**config.mk**
```make
export PLATFORM = sky130hd
export DESIGN_NAME = dma_top
export DESIGN_NICKNAME = d
export VERILOG_FILES = /design/src/logic/dma_pkg.sv /design/src/logic/ar_arbiter.sv /design/src/logic/beat_fifo.sv /design/src/logic/burst_engine.sv /design/src/logic/chan_desc_regs.sv /design/src/logic/dma_top.sv
export SDC_FILE = /design/constraint.sdc
export NUM_CORES = 2
export LEC_CHECK = 0
export BUFFER_PORTS_ARGS = -buffer_cell sky130_fd_sc_hd__buf_2
export CAP_MARGIN = 15
export CORE_MARGIN = 3
export CORE_UTILIZATION = 55
export CTS_BUF_LIST = sky130_fd_sc_hd__clkbuf_4
export CTS_CLUSTER_DIAMETER = 100
export DETAILED_ROUTE_END_ITERATION = 8
export HOLD_SLACK_MARGIN = 0.06
export PLACE_DENSITY = 0.79
export SYNTH_ARGS = -nofsm -noshare
export SYNTH_HDL_FRONTEND = slang
export SYNTH_SLANG_ARGS = --single-unit
```
**constraint.sdc**
```tcl
create_clock -name clk -period 7.4 [get_ports clk]
set_clock_uncertainty 0.1 [all_clocks]
set_input_delay 0.74 -clock clk [delete_from_list [all_inputs] [get_ports clk]]
set_output_delay 0.74 -clock clk [all_outputs]
set_load 0.005 [all_outputs]
```
**src/logic/dma_pkg.sv**
```systemverilog
// ==============================
// Shared types and constants of the
// two-channel read DMA engine
// ==============================

package dma_pkg;

    // Burst FSM states of one channel
    typedef enum logic [1:0] {
        ST_IDLE,
        ST_ADDR,
        ST_DATA,
        ST_DONE
    } chan_state_e;

    // AXI IDs, also used to route R beats back
    localparam int unsigned CH0_ID = 0;
    localparam int unsigned CH1_ID = 1;

    // Transfer length and byte counters
    localparam int LEN_W = 32;

    // AXI4 arlen field
    localparam int ARLEN_W = 8;

endpackage

```
**src/logic/ar_arbiter.sv**
```systemverilog
// ==============================
// AR arbiter with grant hold, and
// R beat routing by rid
// ==============================

`timescale 1ns/1ps

module ar_arbiter #(
    parameter int addr_width = 32,
    parameter int id_width   = 4
) (
    input  logic                        clk,
    input  logic                        rst_n,
    input  logic                        req0,
    input  logic                        req1,
    input  logic [addr_width-1:0]       addr0,
    input  logic [addr_width-1:0]       addr1,
    input  logic [dma_pkg::ARLEN_W-1:0] len0,
    input  logic [dma_pkg::ARLEN_W-1:0] len1,
    input  logic                        arready,
    input  logic [id_width-1:0]         rid,
    input  logic                        rvalid,
    input  logic                        r_ready0,
    input  logic                        r_ready1,
    output logic                        ack0,
    output logic                        ack1,
    output logic [id_width-1:0]         arid,
    output logic [addr_width-1:0]       araddr,
    output logic [dma_pkg::ARLEN_W-1:0] arlen,
    output logic                        arvalid,
    output logic                        r_valid0,
    output logic                        r_valid1,
    output logic                        rready
);

    logic hold_q;
    logic sel1_q;
    logic sel1;
    logic rid_is0;
    logic rid_is1;

    // Channel 0 wins unless a stalled grant to channel 1 is pending
    assign sel1    = hold_q ? sel1_q : !req0;
    assign arvalid = sel1 ? req1 : req0;
    assign arid    = sel1 ? id_width'(dma_pkg::CH1_ID) : id_width'(dma_pkg::CH0_ID);
    assign araddr  = sel1 ? addr1 : addr0;
    assign arlen   = sel1 ? len1 : len0;
    assign ack0    = arvalid && arready && !sel1;
    assign ack1    = arvalid && arready && sel1;

    always_ff @(posedge clk or negedge rst_n) begin
        if (!rst_n) begin
            hold_q <= 1'b0;
            sel1_q <= 1'b0;
        end else begin
            hold_q <= arvalid && !arready;
            sel1_q <= sel1;
        end
    end

    // R channel back to the owner of rid
    assign rid_is0  = (rid == id_width'(dma_pkg::CH0_ID));
    assign rid_is1  = (rid == id_width'(dma_pkg::CH1_ID));
    assign r_valid0 = rvalid && rid_is0;
    assign r_valid1 = rvalid && rid_is1;
    assign rready   = (rid_is0 && r_ready0) || (rid_is1 && r_ready1);

endmodule

```
**src/logic/beat_fifo.sv**
```systemverilog
// ==============================
// Read beat FIFO, flushed on start
// ==============================

`timescale 1ns/1ps

module beat_fifo #(
    parameter int data_width = 64,
    parameter int fifo_depth = 16
) (
    input  logic                  clk,
    input  logic                  rst_n,
    input  logic                  flush,
    input  logic                  push,
    input  logic [data_width-1:0] push_data,
    input  logic                  pop,
    output logic                  full,
    output logic [data_width-1:0] pop_data,
    output logic                  pop_valid
);

    localparam int ptr_w = $clog2(fifo_depth);

    logic [data_width-1:0] mem [fifo_depth];

    // One extra bit tells full from empty
    logic [ptr_w:0] wr_ptr;
    logic [ptr_w:0] rd_ptr;

    assign full      = (wr_ptr[ptr_w] != rd_ptr[ptr_w])
                    && (wr_ptr[ptr_w-1:0] == rd_ptr[ptr_w-1:0]);
    assign pop_valid = (wr_ptr != rd_ptr);
    assign pop_data  = mem[rd_ptr[ptr_w-1:0]];

    always_ff @(posedge clk) begin
        if (push && !full)
            mem[wr_ptr[ptr_w-1:0]] <= push_data;
    end

    always_ff @(posedge clk or negedge rst_n) begin
        if (!rst_n) begin
            wr_ptr <= '0;
            rd_ptr <= '0;
        end else if (flush) begin
            wr_ptr <= '0;
            rd_ptr <= '0;
        end else begin
            if (push && !full)
                wr_ptr <= wr_ptr + 1'b1;
            if (pop && pop_valid)
                rd_ptr <= rd_ptr + 1'b1;
        end
    end

endmodule

```
**src/logic/burst_engine.sv**
```systemverilog
// ==============================
// Burst FSM of one read channel
// ==============================

`timescale 1ns/1ps

module burst_engine #(
    parameter int data_width = 64,
    parameter int max_burst  = 8
) (
    input  logic                        clk,
    input  logic                        rst_n,
    input  logic                        start,
    input  logic                        abort,
    input  logic [dma_pkg::LEN_W-1:0]   remaining,
    input  logic                        ar_ack,
    input  logic                        r_valid,
    input  logic                        r_last,
    input  logic                        fifo_full,
    output logic                        load,
    output logic                        advance,
    output logic                        flush,
    output logic                        ar_req,
    output logic [dma_pkg::ARLEN_W-1:0] burst_len,
    output logic                        r_ready,
    output logic                        push,
    output logic                        busy,
    output logic                        done
);

    localparam int bytes_per_beat = data_width / 8;
    localparam int beat_shift     = $clog2(bytes_per_beat);

    dma_pkg::chan_state_e state_q;
    dma_pkg::chan_state_e state_d;

    logic [dma_pkg::LEN_W-1:0] beats_left;
    logic                      abort_pend;

    // Burst length follows the remaining count directly
    assign beats_left = remaining >> beat_shift;
    assign burst_len  = (beats_left >= dma_pkg::LEN_W'(max_burst))
                      ? dma_pkg::ARLEN_W'(max_burst - 1)
                      : beats_left[dma_pkg::ARLEN_W-1:0] - 1'b1;

    assign load    = (state_q == dma_pkg::ST_IDLE) && start && !abort;
    assign flush   = load;
    assign ar_req  = (state_q == dma_pkg::ST_ADDR) && (beats_left != '0);
    assign r_ready = (state_q == dma_pkg::ST_DATA) && !fifo_full;
    assign push    = r_valid && r_ready;
    assign advance = push && r_last;
    assign busy    = (state_q != dma_pkg::ST_IDLE);
    assign done    = (state_q == dma_pkg::ST_DONE);

    always_comb begin
        state_d = state_q;
        case (state_q)
            dma_pkg::ST_IDLE: begin
                if (load)
                    state_d = dma_pkg::ST_ADDR;
            end
            dma_pkg::ST_ADDR: begin
                // An accepted request opens the burst even under abort
                if (ar_ack)
                    state_d = dma_pkg::ST_DATA;
                else if (abort)
                    state_d = dma_pkg::ST_IDLE;
                else if (beats_left == '0)
                    state_d = dma_pkg::ST_DONE;
            end
            dma_pkg::ST_DATA: begin
                if (advance)
                    state_d = (abort_pend || abort) ? dma_pkg::ST_IDLE : dma_pkg::ST_ADDR;
            end
            default: state_d = dma_pkg::ST_IDLE;
        endcase
    end

    always_ff @(posedge clk or negedge rst_n) begin
        if (!rst_n) begin
            state_q    <= dma_pkg::ST_IDLE;
            abort_pend <= 1'b0;
        end else begin
            state_q <= state_d;
            // Abort inside an open burst waits for its rlast
            if (advance || load)
                abort_pend <= 1'b0;
            else if (abort && ((state_q == dma_pkg::ST_DATA) || ar_ack))
                abort_pend <= 1'b1;
        end
    end

endmodule

```
**src/logic/chan_desc_regs.sv**
```systemverilog
// ==============================
// Per-channel descriptor registers:
// address, remaining bytes, byte count
// ==============================

`timescale 1ns/1ps

module chan_desc_regs #(
    parameter int data_width = 64,
    parameter int addr_width = 32
) (
    input  logic                        clk,
    input  logic                        rst_n,
    input  logic                        load,
    input  logic                        advance,
    input  logic [addr_width-1:0]       src_addr,
    input  logic [dma_pkg::LEN_W-1:0]   len,
    input  logic [dma_pkg::ARLEN_W-1:0] burst_len,
    output logic [addr_width-1:0]       cur_addr,
    output logic [dma_pkg::LEN_W-1:0]   remaining,
    output logic [dma_pkg::LEN_W-1:0]   total_bytes
);

    localparam int bytes_per_beat = data_width / 8;
    localparam int beat_shift     = $clog2(bytes_per_beat);

    // Sub-beat bits of the length are dropped
    localparam logic [dma_pkg::LEN_W-1:0] low_mask = dma_pkg::LEN_W'(bytes_per_beat - 1);

    logic [dma_pkg::LEN_W-1:0] burst_bytes;

    assign burst_bytes = (dma_pkg::LEN_W'(burst_len) + 1'b1) << beat_shift;

    always_ff @(posedge clk or negedge rst_n) begin
        if (!rst_n) begin
            cur_addr    <= '0;
            remaining   <= '0;
            total_bytes <= '0;
        end else if (load) begin
            cur_addr    <= src_addr;
            remaining   <= len & ~low_mask;
            total_bytes <= '0;
        end else if (advance) begin
            // Whole burst accounted on its last beat
            cur_addr    <= cur_addr + addr_width'(burst_bytes);
            remaining   <= remaining - burst_bytes;
            total_bytes <= total_bytes + burst_bytes;
        end
    end

endmodule

```
**src/logic/dma_top.sv**
```systemverilog
// ==============================
// Two-channel read DMA top level
// ==============================

`timescale 1ns/1ps

module dma_top #(
    parameter int data_width = 64,
    parameter int addr_width = 32,
    parameter int id_width   = 4,
    parameter int fifo_depth = 16,
    parameter int max_burst  = 8
) (
    input  logic                        clk,
    input  logic                        rst_n,
    // Channel 0, weights
    input  logic                        ch0_start,
    input  logic                        ch0_abort,
    input  logic [addr_width-1:0]       ch0_src_addr,
    input  logic [dma_pkg::LEN_W-1:0]   ch0_len,
    input  logic                        ch0_rd_ready,
    output logic                        ch0_busy,
    output logic                        ch0_done,
    output logic [data_width-1:0]       ch0_rd_data,
    output logic                        ch0_rd_valid,
    output logic [dma_pkg::LEN_W-1:0]   ch0_total_bytes,
    // Channel 1, inputs
    input  logic                        ch1_start,
    input  logic                        ch1_abort,
    input  logic [addr_width-1:0]       ch1_src_addr,
    input  logic [dma_pkg::LEN_W-1:0]   ch1_len,
    input  logic                        ch1_rd_ready,
    output logic                        ch1_busy,
    output logic                        ch1_done,
    output logic [data_width-1:0]       ch1_rd_data,
    output logic                        ch1_rd_valid,
    output logic [dma_pkg::LEN_W-1:0]   ch1_total_bytes,
    // AXI4 read master
    output logic [id_width-1:0]         arid,
    output logic [addr_width-1:0]       araddr,
    output logic [dma_pkg::ARLEN_W-1:0] arlen,
    output logic                        arvalid,
    input  logic                        arready,
    input  logic [id_width-1:0]         rid,
    input  logic [data_width-1:0]       rdata,
    input  logic                        rlast,
    input  logic                        rvalid,
    output logic                        rready
);

    logic                        ch0_load;
    logic                        ch0_advance;
    logic                        ch0_flush;
    logic                        ch0_ar_req;
    logic                        ch0_ar_ack;
    logic                        ch0_r_valid;
    logic                        ch0_r_ready;
    logic                        ch0_push;
    logic                        ch0_fifo_full;
    logic [dma_pkg::ARLEN_W-1:0] ch0_burst_len;
    logic [addr_width-1:0]       ch0_cur_addr;
    logic [dma_pkg::LEN_W-1:0]   ch0_remaining;

    logic                        ch1_load;
    logic                        ch1_advance;
    logic                        ch1_flush;
    logic                        ch1_ar_req;
    logic                        ch1_ar_ack;
    logic                        ch1_r_valid;
    logic                        ch1_r_ready;
    logic                        ch1_push;
    logic                        ch1_fifo_full;
    logic [dma_pkg::ARLEN_W-1:0] ch1_burst_len;
    logic [addr_width-1:0]       ch1_cur_addr;
    logic [dma_pkg::LEN_W-1:0]   ch1_remaining;

    // Channel 0
    chan_desc_regs #(.data_width(data_width), .addr_width(addr_width)) u_regs0 (
        .clk(clk), .rst_n(rst_n),
        .load(ch0_load), .advance(ch0_advance),
        .src_addr(ch0_src_addr), .len(ch0_len), .burst_len(ch0_burst_len),
        .cur_addr(ch0_cur_addr), .remaining(ch0_remaining),
        .total_bytes(ch0_total_bytes)
    );

    burst_engine #(.data_width(data_width), .max_burst(max_burst)) u_eng0 (
        .clk(clk), .rst_n(rst_n),
        .start(ch0_start), .abort(ch0_abort), .remaining(ch0_remaining),
        .ar_ack(ch0_ar_ack), .r_valid(ch0_r_valid), .r_last(rlast),
        .fifo_full(ch0_fifo_full),
        .load(ch0_load), .advance(ch0_advance), .flush(ch0_flush),
        .ar_req(ch0_ar_req), .burst_len(ch0_burst_len),
        .r_ready(ch0_r_ready), .push(ch0_push),
        .busy(ch0_busy), .done(ch0_done)
    );

    beat_fifo #(.data_width(data_width), .fifo_depth(fifo_depth)) u_fifo0 (
        .clk(clk), .rst_n(rst_n), .flush(ch0_flush),
        .push(ch0_push), .push_data(rdata), .pop(ch0_rd_ready),
        .full(ch0_fifo_full), .pop_data(ch0_rd_data), .pop_valid(ch0_rd_valid)
    );

    // Channel 1
    chan_desc_regs #(.data_width(data_width), .addr_width(addr_width)) u_regs1 (
        .clk(clk), .rst_n(rst_n),
        .load(ch1_load), .advance(ch1_advance),
        .src_addr(ch1_src_addr), .len(ch1_len), .burst_len(ch1_burst_len),
        .cur_addr(ch1_cur_addr), .remaining(ch1_remaining),
        .total_bytes(ch1_total_bytes)
    );

    burst_engine #(.data_width(data_width), .max_burst(max_burst)) u_eng1 (
        .clk(clk), .rst_n(rst_n),
        .start(ch1_start), .abort(ch1_abort), .remaining(ch1_remaining),
        .ar_ack(ch1_ar_ack), .r_valid(ch1_r_valid), .r_last(rlast),
        .fifo_full(ch1_fifo_full),
        .load(ch1_load), .advance(ch1_advance), .flush(ch1_flush),
        .ar_req(ch1_ar_req), .burst_len(ch1_burst_len),
        .r_ready(ch1_r_ready), .push(ch1_push),
        .busy(ch1_busy), .done(ch1_done)
    );

    beat_fifo #(.data_width(data_width), .fifo_depth(fifo_depth)) u_fifo1 (
        .clk(clk), .rst_n(rst_n), .flush(ch1_flush),
        .push(ch1_push), .push_data(rdata), .pop(ch1_rd_ready),
        .full(ch1_fifo_full), .pop_data(ch1_rd_data), .pop_valid(ch1_rd_valid)
    );

    // Shared AR channel and R routing
    ar_arbiter #(.addr_width(addr_width), .id_width(id_width)) u_arb (
        .clk(clk), .rst_n(rst_n),
        .req0(ch0_ar_req), .req1(ch1_ar_req),
        .addr0(ch0_cur_addr), .addr1(ch1_cur_addr),
        .len0(ch0_burst_len), .len1(ch1_burst_len),
        .arready(arready), .rid(rid), .rvalid(rvalid),
        .r_ready0(ch0_r_ready), .r_ready1(ch1_r_ready),
        .ack0(ch0_ar_ack), .ack1(ch1_ar_ack),
        .arid(arid), .araddr(araddr), .arlen(arlen), .arvalid(arvalid),
        .r_valid0(ch0_r_valid), .r_valid1(ch1_r_valid), .rready(rready)
    );

endmodule
```
==> flow_summary.toml <==
[status]
status = "finished clean"

[route]
finalWirelength_mm = 244
final_antenna_net_count = 0
drt_first_pass_iters = 6
wl_per_cell_um = 29.3
vias_per_cell = 6.30
drt_iter0_markers = 6517
vias = 52544
drc_errors = 0

[placed_design]
numPortBuffers = 435
pre_cts_ws_ps = 1900
dp_hpwl_mm = 133
gp_congestion = 0.935

[floorplan]
fp.dieArea_um2 = 170000
die_w_um = 412
start_util = 0.556
ios = 451
coreArea_um2 = 163000
num_rows = 148
die_h_um = 412

[worst_setup_path]
crit_type = "flop to output port"
end_kind = "output port"
reg2reg_from = "u_regs0.remaining[12]$_DFFE_PN0N_"
crit_slowest_cell = "buf_4"
worstPathArrival_ps = 5010
cp-start-kind = "flop"
crit_end = "ch0_rd_data[34]"
crit_start = "u_fifo0.rd_ptr[0]$_DFFE_PN0P_"
worst-path-stages = 5
r2r_cells = 13
crit_required_ps = 6560
crit_buf_inv = 3
crit_family = "buffers and inverters"
path_max_fanout = 47
max_stage_delay_ps = 850
crit_chain = "buf_4 -> buf_4 -> mux4_2 -> mux4_2 -> buf_2"
regToRegEndpoint = "u_regs0.cur_addr[31]$_DFFE_PN0N_"
r2r_slack_ps = 1700

[yosys]
synthTopCellsByArea = "edfxtp_1, mux4_2, dfrtp_1, xnor2_1, ha_1"
yosys.area.top_type = "edfxtp_1"
syn_inst = 4503
synth.distinct_cells = 84
avgSynthCellArea_um2 = 20.2
yosysSeqAreaShare = 0.734
synthArstFlopShare = 0.0922
yosysTopAreaCellShare = 0.677
synth_edf_count = 2048
synthTopCellsByCount = "edfxtp_1, mux4_2, dfrtp_1"
syn_area_um2 = 90800
yosysMostFrequentCell = "edfxtp_1"
yosys_register_bits = 2256
yosys_warnings = 0
synth_ff_type = "edfxtp_1"

[timing]
relSlewSlack = 0.185
rsz0062_at_grt = "false"
setup_ws_ps = 1550
slew_viol_final = 0
layout_worst_path_cycle_share = 0.791
min_period_ps = 5850
fmax_mhz = 171
setup_tns_ps = 0
hold_viol = 0
setup_violations = 0
worst_slew_pin_slew_ps = 1220

[cts]
cts_tree = "yes"
numCtsBuffers = 578
insertion_delay_ps = 1360
root_buffer = "clkbuf_4"
clock_sink_count = 2256
cts_setup_buffers = 0
cts_max_path_buffers = 4
htreeDepth = 6
clk_pin_slew_ps = 60

[global_route]
grt_max_degree = 135
antenna_found_initial = 15
grt_overflow = 0
track_usage = 0.290
grt_pass1_vias = 53938
grt_first_pass_wirelength_mm = 357

[pwr]
p_leak_nw = 36.0
max-vdd-ir-drop_mv = 0.301
power_density_nw_per_um2 = 324

[hold_path]
hp-class = "input port to flop"

[layout]
fin_util = 0.653
syn2layout_area_growth_pct = 17.4
drive_gt1_frac = 0.347
final_nets = 6058

[flow_run]
maxCapViolations = 0
==> area by class of cell <==
type | instances | area [µm²]
multi-input cells | 1971 | 23200
clock buffers | 813 | 6100
well taps | 2175 | 2720
fillers | 10506 | 56600
clock inverters | 137 | 797
diodes | 16 | 40.0
repair buffers | 915 | 6860
flip-flops and latches | 2256 | 66700
inverters | 55 | 206
==> flip-flops by register name (all words and copies together), names as in the netlist, 5 cells and up <==
signal	count
u_fifo1.mem	1024
u_fifo1.wr_ptr	5
u_regs0.total_bytes	29
u_regs1.remaining	29
u_fifo1.rd_ptr	5
u_regs1.cur_addr	32
u_fifo0.mem	1024
u_regs1.total_bytes	29
u_fifo0.rd_ptr	5
u_regs0.cur_addr	32
u_fifo0.wr_ptr	5
u_regs0.remaining	29
==> through the flow <==
| stage | std cells | hold WS, ps | power [mW] | cell area, µm² |
|---|---|---|---|---|
| after floorplan | 4512 | 340 | 21.0 | 90900 |
| after global placement | 6991 | 356 | 23.9 | 95900 |
| after detailed placement | 6992 | 357 | 24.1 | 95900 |
| after CTS | 8321 | 60.3 | 34.7 | 107000 |
| after global routing | 8330 | 148 | 36.1 | 107000 |
| final | 8338 | 187 | 34.5 | 107000 |
==> worst min-delay path, stage by stage <==
cell           delay, ps
dlygate4sd3_1        550
buf_2                130
nor2_1               120
a311oi_1              60
==> kinds of logic (layout without fill, tap and decap cells) <==
| group | after synthesis | in the layout | synth area share |
|---|---|---|---|
| compound gates | 383 | 383 | 0.0268 |
| xor+xnor | 165 | 165 | 0.0159 |
| fa+ha+maj | 74 | 74 | 0.0107 |
| buf+inv | 285 | 1920 | 0.0131 |
| flops | 2256 | 2256 | 0.734 |
| mux | 680 | 680 | 0.164 |
| other cells | 2 | 27 | 0.0000827 |
| simple gates | 658 | 658 | 0.0356 |
==> metal layers <==
| layer | routed length (µm) | global-route usage |
|---|---|---|
| met1 | 86500 | 0.370 |
| met4 | 11000 | 0.136 |
| met5 | 73 | 0 |
| met3 | 26100 | 0.0788 |
| met2 | 121000 | 0.468 |
==> where the power goes <==
part           internal (mW)  switching (mW)  total (mW)
registers               14.3           0.834        15.1
logic                   4.66            4.53        9.19
clock network           5.35            4.91        10.3
==> cells in the final DEF (no fill, tap or decap), drive strengths merged, types with 49 or more instances in the layout <==
cell type    netlist  final
edfxtp          2048   2048
clkbuf           138    814
mux4             640    640
buf               92    536
dlygate4sd3        0    378
dfrtp            208    208
nand2            184    184
nor2             175    175
o21ai            114    114
clkinv             0    110
xnor2             98     98
a21oi             89     89
inv               55     70
ha                68     68
xor2              67     67
nand3             64     64
nor3              49     49
==> timing repair <==
item / in CTS / in global routing
resized for setup: 0 / 0
hold buffers: 379 / 0
endpoints found under the hold margin: 2317 / 0
==> how the worst min path moves through the flow <==
stage | depth (start not counted) | endpoint | start | slack [ps]
2_1_floorplan | 0 | u_arb.hold_q$_DFF_PN0_ | rst_n | 340
3_3_place_gp | 2 | u_regs1.cur_addr[0]$_DFFE_PN0P_ | u_regs1.cur_addr[0]$_DFFE_PN0P_ | 360
3_5_place_dp | 2 | u_regs1.cur_addr[0]$_DFFE_PN0P_ | u_regs1.cur_addr[0]$_DFFE_PN0P_ | 360
4_1_cts | 4 | u_regs0.cur_addr[5]$_DFFE_PN0N_ | ch0_src_addr[5] | 60
5_1_grt | 4 | u_regs1.cur_addr[18]$_DFFE_PN0N_ | ch1_src_addr[18] | 150
6_report | 4 | u_regs1.cur_addr[18]$_DFFE_PN0N_ | ch1_src_addr[18] | 190
No activity file was read; power rests on OpenSTA's default activity.
